`src/common/mem_sys_pkg.sv`:
```
// Shared definitions for the cached memory system
// Address split, memory latency and the state, opcode and response encodings

package mem_sys_pkg;

   localparam int ADDR_W         = 16;
   localparam int WORD_W         = 16;
   localparam int TAG_W          = 5;
   localparam int INDEX_W        = 8;
   localparam int OFFSET_W       = 3;
   localparam int WORDS_PER_LINE = 4;
   localparam int WORD_SEL_W     = $clog2(WORDS_PER_LINE);

   // Backing memory timing and size
   localparam int MEM_LATENCY = 4;
   localparam int MEM_WORDS   = 32768;
   localparam int MEM_CNT_W   = $clog2(MEM_LATENCY + 1);

   typedef enum logic [1:0] {
      op_cmp_read,
      op_cmp_write,
      op_acc_read,
      op_acc_write
   } cache_op_e;

   typedef enum logic [2:0] {
      st_idle,
      st_lookup,
      st_wb_req,
      st_wb_wait,
      st_fill_req,
      st_fill_wait,
      st_resp
   } ctrl_state_e;

   // AXI response codes
   typedef enum logic [1:0] {
      resp_okay   = 2'b00,
      resp_slverr = 2'b10
   } resp_e;

endpackage

```
`src/common/cache_if.sv`:
```
// Request and result signals between the cache controller and the cache array
// Results are combinational from the request and the stored line

`timescale 1ns/1ns

interface cache_if;
   import mem_sys_pkg::*;

   logic               en;
   cache_op_e          op;
   logic [TAG_W-1:0]    tag;
   logic [INDEX_W-1:0]  index;
   logic [OFFSET_W-1:0] offset;
   logic [WORD_W-1:0]   wdata;

   logic [WORD_W-1:0]   rdata;
   logic [TAG_W-1:0]    tag_out;
   logic               hit;
   logic               valid;
   logic               dirty;
   logic               err;

   modport ctrl (
      output en, op, tag, index, offset, wdata,
      input  rdata, tag_out, hit, valid, dirty, err
   );

   modport array (
      input  en, op, tag, index, offset, wdata,
      output rdata, tag_out, hit, valid, dirty, err
   );

endinterface

```
`src/common/mem_if.sv`:
```
// Request and acknowledge signals between the cache controller and backing memory
// One request at a time, held until a single-cycle ack

`timescale 1ns/1ns

interface mem_if;
   import mem_sys_pkg::*;

   logic              req;
   logic              we;
   logic [ADDR_W-1:0] addr;
   logic [WORD_W-1:0] wdata;
   logic [WORD_W-1:0] rdata;
   logic              ack;

   modport master (
      output req, we, addr, wdata,
      input  rdata, ack
   );

   modport slave (
      input  req, we, addr, wdata,
      output rdata, ack
   );

endinterface

```
`src/cache_ctrl.sv`:
```
// Cache controller with an AXI4-Lite slave port
// Runs lookups, dirty victim writebacks and line fills against backing memory

`timescale 1ns/1ns

module cache_ctrl (
   input  logic                           clk,
   input  logic                           rst_n,
   input  logic                           awvalid,
   output logic                           awready,
   input  logic [mem_sys_pkg::ADDR_W-1:0] awaddr,
   input  logic                           wvalid,
   output logic                           wready,
   input  logic [mem_sys_pkg::WORD_W-1:0] wdata,
   output logic                           bvalid,
   input  logic                           bready,
   output mem_sys_pkg::resp_e             bresp,
   input  logic                           arvalid,
   output logic                           arready,
   input  logic [mem_sys_pkg::ADDR_W-1:0] araddr,
   output logic                           rvalid,
   input  logic                           rready,
   output logic [mem_sys_pkg::WORD_W-1:0] rdata,
   output mem_sys_pkg::resp_e             rresp,
   cache_if.ctrl                          cbus,
   mem_if.master                          mbus
);
   import mem_sys_pkg::*;

   ctrl_state_e           state;
   logic [ADDR_W-1:0]     addr_q;
   logic [WORD_W-1:0]     wdata_q;
   logic [WORD_W-1:0]     rdata_q;
   logic                  is_write_q;
   resp_e                 resp_q;
   logic [WORD_SEL_W-1:0] word_cnt;
   logic                  last_word;
   logic                  rd_go;
   logic                  wr_go;
   logic [TAG_W-1:0]      req_tag;
   logic [INDEX_W-1:0]    req_index;
   logic [OFFSET_W-1:0]   req_offset;

   // Reads win, and a write needs AW and W together
   assign arready = (state == st_idle);
   assign awready = (state == st_idle) && !arvalid && wvalid;
   assign wready  = (state == st_idle) && !arvalid && awvalid;
   assign rd_go   = arvalid && arready;
   assign wr_go   = awvalid && awready && wvalid && wready;

   assign rvalid = (state == st_resp) && !is_write_q;
   assign bvalid = (state == st_resp) && is_write_q;
   assign rdata  = rdata_q;
   assign rresp  = resp_q;
   assign bresp  = resp_q;

   assign req_tag    = addr_q[ADDR_W-1 -: TAG_W];
   assign req_index  = addr_q[OFFSET_W +: INDEX_W];
   assign req_offset = addr_q[OFFSET_W-1:0];
   assign last_word  = (word_cnt == WORD_SEL_W'(WORDS_PER_LINE - 1));

   always_comb begin
      cbus.en     = 1'b0;
      cbus.op     = op_cmp_read;
      cbus.tag    = req_tag;
      cbus.index  = req_index;
      cbus.offset = req_offset;
      cbus.wdata  = wdata_q;
      mbus.req    = 1'b0;
      mbus.we     = 1'b0;
      mbus.addr   = {req_tag, req_index, word_cnt, 1'b0};
      mbus.wdata  = cbus.rdata;
      case (state)
         st_lookup: begin
            // Misaligned request never touches the array
            cbus.en = !req_offset[0];
            cbus.op = is_write_q ? op_cmp_write : op_cmp_read;
         end
         st_wb_req, st_wb_wait: begin
            cbus.en     = 1'b1;
            cbus.op     = op_acc_read;
            cbus.offset = {word_cnt, 1'b0};
            mbus.req    = 1'b1;
            mbus.we     = 1'b1;
            mbus.addr   = {cbus.tag_out, req_index, word_cnt, 1'b0};
         end
         st_fill_req, st_fill_wait: begin
            cbus.en     = (state == st_fill_wait) && mbus.ack;
            cbus.op     = op_acc_write;
            cbus.offset = {word_cnt, 1'b0};
            cbus.wdata  = mbus.rdata;
            mbus.req    = 1'b1;
         end
         default: begin
         end
      endcase
   end

   always_ff @(posedge clk or negedge rst_n) begin
      if (!rst_n) begin
         state      <= st_idle;
         word_cnt   <= '0;
         is_write_q <= 1'b0;
         resp_q     <= resp_okay;
         rdata_q    <= '0;
      end else begin
         case (state)
            st_idle: begin
               if (rd_go || wr_go) begin
                  is_write_q <= !rd_go;
                  state      <= st_lookup;
               end
            end
            st_lookup: begin
               word_cnt <= '0;
               if (cbus.err) begin
                  resp_q  <= resp_slverr;
                  rdata_q <= '0;
                  state   <= st_resp;
               end else if (cbus.hit) begin
                  resp_q  <= resp_okay;
                  rdata_q <= cbus.rdata;
                  state   <= st_resp;
               end else if (cbus.valid && cbus.dirty) begin
                  state <= st_wb_req;
               end else begin
                  state <= st_fill_req;
               end
            end
            st_wb_req: state <= st_wb_wait;
            st_wb_wait: begin
               if (mbus.ack) begin
                  word_cnt <= word_cnt + 1'b1;
                  state    <= last_word ? st_fill_req : st_wb_req;
               end
            end
            st_fill_req: state <= st_fill_wait;
            st_fill_wait: begin
               if (mbus.ack) begin
                  word_cnt <= word_cnt + 1'b1;
                  state    <= last_word ? st_lookup : st_fill_req;
               end
            end
            st_resp: begin
               if ((rvalid && rready) || (bvalid && bready)) begin
                  state <= st_idle;
               end
            end
            default: state <= st_idle;
         endcase
      end
   end

   always_ff @(posedge clk) begin
      if (rd_go) begin
         addr_q <= araddr;
      end else if (wr_go) begin
         addr_q  <= awaddr;
         wdata_q <= wdata;
      end
   end

   a_rvalid_hold : assert property (
      @(posedge clk) disable iff (!rst_n)
      rvalid && !rready |=> rvalid && $stable(rdata) && $stable(rresp)
   );

   a_bvalid_hold : assert property (
      @(posedge clk) disable iff (!rst_n)
      bvalid && !bready |=> bvalid && $stable(bresp)
   );

   // Memory must be quiet whenever the controller is idle
   a_no_req_idle : assert property (
      @(posedge clk) disable iff (!rst_n)
      state == st_idle |-> !mbus.req && !mbus.ack
   );

endmodule

```
`src/flat_wrapper.sv`:
```
// flat-port wrapper written by rule: the top's interface ports become plain ports
module cache_ctrl_flat import mem_sys_pkg::*;
  (clk, rst_n, awvalid, awready, awaddr, wvalid, wready, wdata, bvalid, bready, bresp, arvalid, arready, araddr, rvalid, rready, rdata, rresp, cbus_en, cbus_op, cbus_tag, cbus_index, cbus_offset, cbus_wdata, cbus_rdata, cbus_tag_out, cbus_hit, cbus_valid, cbus_dirty, cbus_err, mbus_req, mbus_we, mbus_addr, mbus_wdata, mbus_rdata, mbus_ack);
  cache_if cbus_i ();
  mem_if mbus_i ();
  input  logic clk;
  input  logic rst_n;
  input  logic awvalid;
  output logic awready;
  input  logic [mem_sys_pkg::ADDR_W-1:0] awaddr;
  input  logic wvalid;
  output logic wready;
  input  logic [mem_sys_pkg::WORD_W-1:0] wdata;
  output logic bvalid;
  input  logic bready;
  output mem_sys_pkg::resp_e bresp;
  input  logic arvalid;
  output logic arready;
  input  logic [mem_sys_pkg::ADDR_W-1:0] araddr;
  output logic rvalid;
  input  logic rready;
  output logic [mem_sys_pkg::WORD_W-1:0] rdata;
  output mem_sys_pkg::resp_e rresp;
  output wire logic [$bits(cbus_i.en)-1:0] cbus_en;
  output wire logic [$bits(cbus_i.op)-1:0] cbus_op;
  output wire logic [$bits(cbus_i.tag)-1:0] cbus_tag;
  output wire logic [$bits(cbus_i.index)-1:0] cbus_index;
  output wire logic [$bits(cbus_i.offset)-1:0] cbus_offset;
  output wire logic [$bits(cbus_i.wdata)-1:0] cbus_wdata;
  input wire logic [$bits(cbus_i.rdata)-1:0] cbus_rdata;
  input wire logic [$bits(cbus_i.tag_out)-1:0] cbus_tag_out;
  input wire logic [$bits(cbus_i.hit)-1:0] cbus_hit;
  input wire logic [$bits(cbus_i.valid)-1:0] cbus_valid;
  input wire logic [$bits(cbus_i.dirty)-1:0] cbus_dirty;
  input wire logic [$bits(cbus_i.err)-1:0] cbus_err;
  output wire logic [$bits(mbus_i.req)-1:0] mbus_req;
  output wire logic [$bits(mbus_i.we)-1:0] mbus_we;
  output wire logic [$bits(mbus_i.addr)-1:0] mbus_addr;
  output wire logic [$bits(mbus_i.wdata)-1:0] mbus_wdata;
  input wire logic [$bits(mbus_i.rdata)-1:0] mbus_rdata;
  input wire logic [$bits(mbus_i.ack)-1:0] mbus_ack;
  assign cbus_en = cbus_i.en;
  assign cbus_op = cbus_i.op;
  assign cbus_tag = cbus_i.tag;
  assign cbus_index = cbus_i.index;
  assign cbus_offset = cbus_i.offset;
  assign cbus_wdata = cbus_i.wdata;
  assign cbus_i.rdata = cbus_rdata;
  assign cbus_i.tag_out = cbus_tag_out;
  assign cbus_i.hit = cbus_hit;
  assign cbus_i.valid = cbus_valid;
  assign cbus_i.dirty = cbus_dirty;
  assign cbus_i.err = cbus_err;
  assign mbus_req = mbus_i.req;
  assign mbus_we = mbus_i.we;
  assign mbus_addr = mbus_i.addr;
  assign mbus_wdata = mbus_i.wdata;
  assign mbus_i.rdata = mbus_rdata;
  assign mbus_i.ack = mbus_ack;
  cache_ctrl u_core (.clk(clk), .rst_n(rst_n), .awvalid(awvalid), .awready(awready), .awaddr(awaddr), .wvalid(wvalid), .wready(wready), .wdata(wdata), .bvalid(bvalid), .bready(bready), .bresp(bresp), .arvalid(arvalid), .arready(arready), .araddr(araddr), .rvalid(rvalid), .rready(rready), .rdata(rdata), .rresp(rresp), .cbus(cbus_i), .mbus(mbus_i));
endmodule
```
`config.mk`:
```
export PLATFORM = sky130hd
export DESIGN_NAME = cache_ctrl_flat
export DESIGN_NICKNAME = d
export VERILOG_FILES = /design/src/common/mem_sys_pkg.sv /design/src/common/cache_if.sv /design/src/common/mem_if.sv /design/src/cache_ctrl.sv /design/src/flat_wrapper.sv
export SDC_FILE = /design/constraint.sdc
export NUM_CORES = 1
export LEC_CHECK = 0
export BUFFER_PORTS_ARGS = -buffer_cell sky130_fd_sc_hd__buf_2
export CORE_UTILIZATION = 30
export CTS_CLUSTER_DIAMETER = 50
export DETAILED_ROUTE_END_ITERATION = 16
export GPL_ROUTABILITY_DRIVEN = 0
export MAX_ROUTING_LAYER = met4
export PLACE_DENSITY_LB_ADDON = 0.2
export SLEW_MARGIN = 20
export SYNTH_ARGS = -nofsm -noshare
export SYNTH_HDL_FRONTEND = slang
export SYNTH_SLANG_ARGS = --single-unit
```
`constraint.sdc`:
```
create_clock -name clk -period 2.13 [get_ports clk]
set_input_delay 0.3195 -clock clk [delete_from_list [all_inputs] [get_ports clk]]
set_output_delay 0.3195 -clock clk [all_outputs]
set_load 0.03 [all_outputs]
```
== Yosys cells after proc, flatten, opt, wreduce, memory -nomap -nowiden ==
Cells that the tools add are included.

* Flip-flop bits (word level): 56
* Bits of input ports: 97
* Output and inout port bits: 94
* Word-level logic and storage cells: 79

* Add/sub/neg operators: 1
* Equal/unequal tests: 12
* Muxes and demuxes: 26
* Bitwise gates (word level): 1
* Reduce and logical (&&, ||, !) cells: 32

{| class="wikitable"
|+ Operators with widths
! cell !! count
|-
| $mux W16 || 6
|-
| $mux W3 || 10
|-
| $pmux W3 S7 || 1
|-
| $logic_and A1 B1 Y1 || 13
|-
| $eq A3 B3 Y1 const B || 3
|-
| $ne A2 B2 Y1 const B || 4
|-
| $reduce_and A2 Y1 || 4
|-
| $eq A3 B2 Y1 const B || 2
|-
| $mux W2 || 3
|-
| $pmux W2 S3 || 1
|-
| $reduce_bool A2 Y1 || 3
|-
| $reduce_or A2 Y1 || 3
|-
| $logic_not A1 Y1 || 4
|-
| $pmux W2 S2 || 1
|-
| $reduce_and A4 Y1 || 1
|-
| $reduce_or A4 Y1 || 1
|-
| $eq A3 B1 Y1 const B || 1
|-
| $logic_not A3 Y1 || 1
|-
| $mux W1 || 3
|-
| $pmux W1 S3 || 1
|-
| $add A2 B1 Y2 const B || 1
|-
| $eq A2 B2 Y1 const B || 1
|-
| $logic_or A1 B1 Y1 || 2
|-
| $ne A2 B1 Y1 const B || 1
|-
| $not A1 Y1 || 1
|}

== Logic depth before layout (Yosys ltp) ==
Gate-level depths: netlist of the first run.

* Depth in word-level cells: 9
* Mapped depth: 8
* Depth with buffers taken out: 6

== Worst setup path before layout of the first run ==
Ideal clock, no wire load.

* Path type: reg-to-output
* From: register u_core.state[2]
* To: output cbus_en
* Arrival: 2376 ps
* Data required time: 1811 ps
* Path slack: -565 ps
* Cell stages (with the launch flop): 9
* Path buffers: 2
* Path through: dfrtp_1 buf_2 inv_2 ha_1 clkbuf_1 inv_1 a21oi_1 a31oi_1 o32ai_1

* Longest elaborated chain between the ends: 3
* Elaborated cells between the ends (all ways): 9
* Classes of those cells: 5 x eq/ne; 1 x mux; 3 x reduce/logical

{| class="wikitable"
|+ RTL lines
! what !! line !! RTL
|-
| from (decl) || cache_ctrl.sv:30 || <nowiki>ctrl_state_e state;</nowiki>
|-
| from (signal assigned) || cache_ctrl.sv:101 || <nowiki>state <= st_idle;</nowiki>
|-
| from (signal assigned) || cache_ctrl.sv:111 || <nowiki>state <= st_lookup;</nowiki>
|-
| from (signal assigned) || cache_ctrl.sv:119 || <nowiki>state <= st_resp;</nowiki>
|-
| $eq A3 B3 Y1, or another cell as far along || cache_ctrl.sv:73 || <nowiki>case (state)</nowiki>
|-
| $reduce_or A2 Y1, or another cell as far along || n/a ||
|-
| $pmux W1 S3 * || cache_ctrl.sv:73 ||
|-
| to (decl) || flat_wrapper.sv:24 || <nowiki>output wire logic [$bits(cbus_i.en)-1:0] cbus_en;</nowiki>
|}

Every way passes the cells marked *; elsewhere a longest branch is shown, timed or not.

== Worst setup path after layout of the first run ==
* From: register u_core.state[2]
* To: output cbus_offset[2]

* Longest elaborated chain between the ends: 3
* Elaborated cells between the ends (all ways): 6
* Classes of those cells: 4 x eq/ne; 1 x mux; 1 x reduce/logical

{| class="wikitable"
|+ RTL lines
! what !! line !! RTL
|-
| $eq A3 B2 Y1 or $eq A3 B3 Y1 (tied branches) || cache_ctrl.sv:73 ||
|-
| $reduce_or A4 Y1 (no source line) * || n/a ||
|-
| $mux W3 * || cache_ctrl.sv:73 ||
|-
| to (decl) || flat_wrapper.sv:28 || <nowiki>output wire logic [$bits(cbus_i.offset)-1:0] cbus_offset;</nowiki>
|}

Marked as above.

==> flow_metrics.py, run 1 <==
metrics = {
    "outcome": {
        "status": "finished, violations left",
        "violations": "negative hold slack",
    },
    "routing": {
        "vias_per_cell": 4.45,
        "drc_errors": 0,
        "vias": 2334,
        "wl_met1_um": 2890,
        "wl_per_cell_um": 13.7,
        "final_antenna_net_count": 0,
        "met2_length_um": 3790,
        "routed_wirelength_um": 7170,
        "wl_met3_um": 377,
        "top_layer": "met4",
        "first_pass_iters": 4,
        "first_iter_violations": 94,
    },
    "sta": {
        "setup_violations": 0,
        "finalSetupTns_ns": 0,
        "timing.final.crit_share_pct": 95.8,
        "clock.fmax_ghz": 0.490,
        "worst_pin_slew_ns": 0.677,
        "setup_slack_ns": 0.0900,
        "rsz0062_at_grt": "true",
        "fin_worst_hold_slack_ns": -0.0141,
        "max_slew_margin_pct": 54.9,
        "drv_slew": 0,
        "period_minus_slack_ns": 2.04,
        "clock_skew_ns": 0.0107,
        "hold_viol": 22,
    },
    "critical_path": {
        "cp.buffers_inverters": 2,
        "critPathTopFamily": "flip-flops",
        "reg2reg_depth": 5,
        "worstSetupPathType": "flop to output pin",
        "slowest_stage": "dfrtp_1",
        "crit_chain": "ha_4 -> buf_4 -> mux2_2 -> clkbuf_4",
        "critPathCaptureType": "output pin",
        "required_ns": 1.81,
        "critical_path_cell_count": 4,
        "worstPathMaxFanout": 5,
        "critPathMaxStageDelay_ns": 0.46,
        "critPathArrivalTime_ns": 1.72,
        "start_kind": "flop",
    },
    "synth": {
        "synth.mux.area_fraction_pct": 16.1,
        "synth_top_family_by_area": "multiplexers",
        "netlist_area_mm2": 0.00298,
        "synthCells": 233,
        "synth-xor-area-share_pct": 0.294,
        "synthAdderAreaFrac_pct": 2.01,
        "synth_cell_type_count": 41,
        "synth_flop_cell": "edfxtp_1",
        "async_flop_share_pct": 41.8,
        "synth_edf_count": 32,
        "synth_compound_gate_area_share_pct": 9.95,
        "synth.avg_cell_area_um2": 12.8,
        "yosys.area_share.simple_pct": 6.67,
        "seq_area_frac_synth_pct": 51.5,
        "ys_seq_elements": 55,
        "yosysWarnings": 0,
    },
    "pwr": {
        "powerDensity_mw_per_mm2": 1430,
        "vdd_drop_max_v": 0.000651,
        "leakagePower_nw": 1.94,
    },
    "grt": {
        "grt_pass1_wl_um": 10100,
        "overflow": 0,
        "grtUsageTotal_pct": 13.2,
        "grt_start_max_net_pins": 24,
        "grt_antenna_before_repair": 0,
        "grt_pass1_vias": 2032,
    },
    "clock_tree": {
        "cts_hold_buffers": 0,
        "numCtsBuffers": 5,
        "h-tree-depth": 2,
        "clk_pin_slew_ns": 0.10,
        "cts.path.max_buffers": 2,
        "tritoncts": "built",
        "clockRootBuffer": "clkbuf_8",
        "cts_sinks": 55,
        "clock_latency_ns": 0.31,
    },
    "placed_design": {
        "io_buffers": 187,
        "dpl.hpwl_um": 5530,
        "place_area_mm2": 0.00384,
        "post-place-ws_ns": 0.230,
    },
    "floorplanning": {
        "die_area_mm2": 0.0103,
        "io_pins": 191,
        "core-area_mm2": 0.00968,
        "row_count": 36,
        "die_w_um": 102,
        "die_y_um": 102,
        "start_util_pct": 30.8,
    },
    "cells_and_area": {
        "fillers": 969,
        "post_route_cells_drive_above_1_share_pct": 66.5,
        "fin_nets": 491,
        "seqCellArea_mm2": 0.00154,
        "fin_area_mm2": 0.00399,
        "area_growth_pct": 33.9,
        "final_common_cell": "buf_2",
        "multiInputGateArea_mm2": 0.00113,
        "final_cell_mix": "185 x buf_2, 32 x edfxtp_1, 31 x mux2_2",
    },
    "flow_run": {
        "timing.max_cap.violations": 0,
    },
    "min_path": {
        "hp-class": "primary input to async pin",
    },
}
-- sequential cells by signal, indices dropped and copies added (netlist names) --
register,count
u_core.bresp,1
u_core.is_write_q,1
u_core.rdata,16
u_core.wdata_q,16
u_core.addr_q,16
u_core.state,3
u_core.word_cnt,2
-- metal layers --
| metal | up-vias | GRT usage (%) |
|---|---|---|
| li1 | 1112 | - |
| met1 | 1115 | 15.9 |
| met2 | 98 | 22.1 |
| met3 | 9 | 2.28 |
| met4 | 0 | 4.79 |
| met5 | - | - |
-- area by class of cell --
type | count | share of cell area, %
repair buffers | 199 | 26.4
clock inverters | 1 | 0.125
flip-flops and latches | 55 | 38.5
diodes | 1 | 0.0627
well taps | 133 | 4.17
clock buffers | 7 | 1.91
inverters | 7 | 0.658
multi-input cells | 122 | 28.2
-- final timing paths --
| path | startpoint | end | slack [ns] |
|---|---|---|---|
| min reg2reg | u_core.rdata[12]$_DFFE_PN0P_ | u_core.rdata[12]$_DFFE_PN0P_ | 0.51 |
| max | u_core.state[2]$_DFFE_PN0P_ | cbus_offset[2] | 0.09 |
| max reg2reg | u_core.state[2]$_DFFE_PN0P_ | u_core.addr_q[12]$_DFFE_PP_ | 0.28 |
| min in group clk | wdata[11] | u_core.wdata_q[11]$_DFFE_PP_ | 0.18 |
| min | rst_n | u_core.rdata[9]$_DFFE_PN0P_ | -0.01 |
| max in group asynchronous | rst_n | u_core.is_write_q$_DFFE_PN0P_ | 1.76 |
-- kinds of logic (layout without fill, tap and decap cells) --
family / count (synthesis) / count (layout)
other: 1 / 4
xor gates and xnor gates: 1 / 1
DFF: 55 / 55
and+or+nand+nor: 34 / 34
buffers and inverters: 58 / 214
AOI/OAI and AO/OA: 39 / 39
adders and majority gates: 5 / 5
muxes: 40 / 40
-- through the flow --
step / power [W] / hold WS (ns) / utilization, % / instances
5_1_grt: 0.00604 / 0.0234 / 41.2 / 524
4_1_cts: 0.00567 / 0.00369 / 40.7 / 522
3_5_place_dp: 0.00506 / 0.349 / 39.7 / 513
6_report: 0.00571 / -0.0141 / 41.2 / 525
3_3_place_gp: 0.00504 / 0.346 / 39.7 / 513
2_1_floorplan: 0.00424 / 0.0239 / - / 235
-- power by group --
group          total, W  internal (W)  leakage, nW  switching, W
sequential      0.00167       0.00146        0.591      0.000204
clock          0.000562      0.000232       0.0422      0.000330
combinational   0.00348       0.00130         1.30       0.00218
total           0.00571       0.00300         1.94       0.00271
-- synth_stat cells (2+ instances only) --
cell type	n	area, um^2
a22o_1	17	149
buf_2	3	15.0
nor2b_1	2	12.5
a31oi_1	3	18.8
a21oi_1	6	30.0
inv_1	6	22.5
clkbuf_1	4	15.0
mux2_2	31	349
buf_6	3	33.8
o32ai_1	2	17.5
o21ai_0	2	10.0
edfxtp_1	32	961
mux2_4	8	120
dfrtp_1	23	576
nand2_1	13	48.8
nor4_1	3	18.8
nor2_1	5	18.8
buf_4	41	308
and2_1	4	25.0
ha_1	4	50.1
-- repair_timing --
action / 4_1_cts / 5_1_grt
gates resized for setup: 4 / 7
setup buffers: 1 / 2
endpoints found under the hold margin: 0 / 0
endpoints found under the setup margin: 17 / 13
pin swaps: 0 / 1
Note: power is estimated with default switching activity, not from simulation.
==> run 2, diff against run 1 <==
--- a/config.mk
+++ b/config.mk
@@ -5,7 +5,9 @@
 export SDC_FILE = /design/constraint.sdc
 export NUM_CORES = 1
 export LEC_CHECK = 0
+export ABC_AREA = 1
 export BUFFER_PORTS_ARGS = -buffer_cell sky130_fd_sc_hd__buf_2
+export CORE_MARGIN = 2
 export CORE_UTILIZATION = 30
 export CTS_CLUSTER_DIAMETER = 50
 export DETAILED_ROUTE_END_ITERATION = 16
==> flow_metrics.py, run 2 <==
metrics = {
    "pwr": {
        "vdd_drop_max_v": 0.000386,
        "leakagePower_nw": 2.10,
        "powerDensity_mw_per_mm2": 1320,
    },
    "synth": {
        "synth_flop_cell": "edfxtp_1",
        "synth_top_area_share_pct": 31.4,
        "netlist_area_mm2": 0.00306,
        "synth_top_area_cell": "edfxtp_1",
        "async_flop_share_pct": 41.8,
        "yosysWarnings": 0,
        "yosys.area_share.simple_pct": 21.4,
        "ys_seq_elements": 55,
        "post-synth-top-count-cell": "nand2_1",
        "seq_area_frac_synth_pct": 50.2,
        "synthAdderAreaFrac_pct": 1.64,
        "synth_top_cells_by_area": "edfxtp_1 31%, dfrtp_1 19%, nand2_1 15%",
        "synth_cell_type_count": 27,
        "synth_commonest_cells": "126 x nand2_1, 44 x buf_4, 32 x edfxtp_1, 23 x dfrtp_1, 19 x inv_1",
        "synth_top_family_by_area": "simple AND/OR/NAND/NOR gates",
        "synth.avg_cell_area_um2": 9.13,
        "synth-xor-area-share_pct": 0,
        "synth.mux.area_fraction_pct": 5.89,
        "synth_edf_count": 32,
        "synth_compound_gate_area_share_pct": 5.44,
        "synthCells": 335,
    },
    "routing": {
        "first_pass_iters": 6,
        "vias": 2621,
        "first_iter_violations": 90,
        "vias_per_cell": 4.22,
        "wl_per_cell_um": 12.9,
        "final_antenna_net_count": 0,
        "drc_errors": 0,
        "routed_wirelength_um": 7990,
    },
    "sta": {
        "period_minus_slack_ns": 2.05,
        "timing.final.crit_share_pct": 96.0,
        "setup_violations": 0,
        "drv_slew": 0,
        "setup_slack_ns": 0.0849,
        "finalSetupTns_ns": 0,
        "clock_skew_ns": 0.00393,
        "hold_viol": 0,
        "clock.fmax_ghz": 0.489,
        "max_slew_margin_pct": 56.7,
        "worst_pin_slew_ns": 0.647,
        "rsz0062_at_grt": "true",
    },
    "clock_tree": {
        "tritoncts": "built",
        "clockRootBuffer": "clkbuf_8",
        "clock_latency_ns": 0.31,
        "h-tree-depth": 2,
        "clk_pin_slew_ns": 0.10,
        "numCtsBuffers": 5,
        "cts.path.max_buffers": 2,
        "cts_sinks": 55,
    },
    "min_path": {
        "hold_end": "u_core.wdata_q[13]$_DFFE_PP_",
        "hold_path_depth": 1,
        "hp-start": "wdata[13]",
        "hp-class": "primary input to flop",
    },
    "grt": {
        "grt_pass1_wl_um": 12300,
        "grt_start_max_net_pins": 35,
        "grtUsageTotal_pct": 14.5,
        "overflow": 0,
        "grt_pass1_vias": 2514,
        "grt_antenna_before_repair": 0,
    },
    "critical_path": {
        "critPathArrivalTime_ns": 1.73,
        "worstSetupPathType": "flop to output pin",
        "required_ns": 1.81,
        "worstPathMaxFanout": 17,
        "critPathCaptureType": "output pin",
        "start_kind": "flop",
        "rrSetupSlack_ns": 0.41,
        "reg2reg_depth": 7,
        "r2r-start": "u_core.state[1]$_DFFE_PN0P_",
        "r2r-end": "u_core.addr_q[5]$_DFFE_PP_",
    },
    "floorplanning": {
        "die_y_um": 105,
        "io_pins": 191,
        "die_area_mm2": 0.0110,
        "die_w_um": 105,
        "row_count": 36,
        "core-area_mm2": 0.00982,
        "start_util_pct": 31.1,
    },
    "cells_and_area": {
        "area_growth_pct": 30.1,
        "fin_area_mm2": 0.00398,
        "fin_cells": 621,
        "diodes": 0,
        "final_cell_mix": "186 x buf_2, 125 x nand2_1, 32 x edfxtp_1",
        "final_common_cell": "buf_2",
        "fillers": 1044,
        "final_util_pct": 40.5,
        "fin_nets": 588,
        "post_route_cells_drive_above_1_share_pct": 49.8,
    },
    "flow_run": {
        "timing.max_cap.violations": 0,
    },
    "placed_design": {
        "place_area_mm2": 0.00384,
        "io_buffers": 187,
        "dpl.hpwl_um": 6340,
        "post-place-ws_ns": 0.289,
        "place_inst": 612,
    },
    "outcome": {
        "status": "finished, final reports clean",
    },
}
[run 2: how the worst max path moves through the flow]
stage                                 endpoint  slack, ns                        start
global placement                 mbus_addr[14]       0.36  u_core.state[2]$_DFFE_PN0P_
detailed placement               mbus_addr[11]       0.29  u_core.state[2]$_DFFE_PN0P_
floorplan           u_core.addr_q[0]$_DFFE_PP_       0.01  u_core.state[1]$_DFFE_PN0P_
CTS                                    cbus_en       0.02  u_core.state[0]$_DFFE_PN0P_
finish                           cbus_wdata[3]       0.08  u_core.state[1]$_DFFE_PN0P_
global route                    cbus_wdata[12]      -0.02  u_core.state[1]$_DFFE_PN0P_
[run 2: logic make-up after synthesis]
logic type,Yosys count
mux,16
flops,55
buf+inv,74
compound gates,28
simple gates,157
fa+ha+maj,4
other cells,1
[run 2: power by group]
part	internal, W	leakage [nW]	switching (W)
clock network	0.000236	0.0408	0.000357
logic	0.000926	1.47	0.00210
registers	0.00144	0.588	0.000184
[run 2: layout make-up]
class	count	area [um^2]	area share, %
timing repair buffer	194	1010	25.3
clock inverter	3	23.8	0.598
multi-input combinational	208	1080	27.2
tap	133	166	4.18
sequential	55	1540	38.7
inverter	23	88.8	2.23
clock buffer	5	68.8	1.73
[run 2: metal layers]
| layer | global-route usage (%) | routed length (um) | up-vias | share of wire (%) |
|---|---|---|---|---|
| li1 | - | - | 1333 | - |
| met1 | 18.2 | 3420 | 1179 | 43 |
| met2 | 23.6 | 3890 | 102 | 49 |
| met3 | 2.74 | 569 | 7 | 7.1 |
| met4 | 4.76 | 118 | 0 | 1.5 |
| met5 | - | 0 | - | 0 |
[run 2: metrics by stage]
stage               total power [W]  hold WS (ns)
floorplan                   0.00394        0.0239
global placement            0.00459         0.344
detailed placement          0.00463         0.347
CTS                         0.00525         0.159
global route                0.00562         0.156
finish                      0.00524         0.175
[run 2: worst max-delay path, cell delays in order (launching register included)]
cell	delay, ns
dfrtp_2	0.46
inv_2	0.09
ha_2	0.19
buf_12	0.15
mux2_2	0.34
buf_2	0.18
[run 2: what timing repair did]
action                                  4_1_cts  5_1_grt
hold buffers                                  1        0
endpoints found under the setup margin       21       22
endpoints found under the hold margin         6        0
buffers inserted                              0        0
gates resized for setup                       2       10
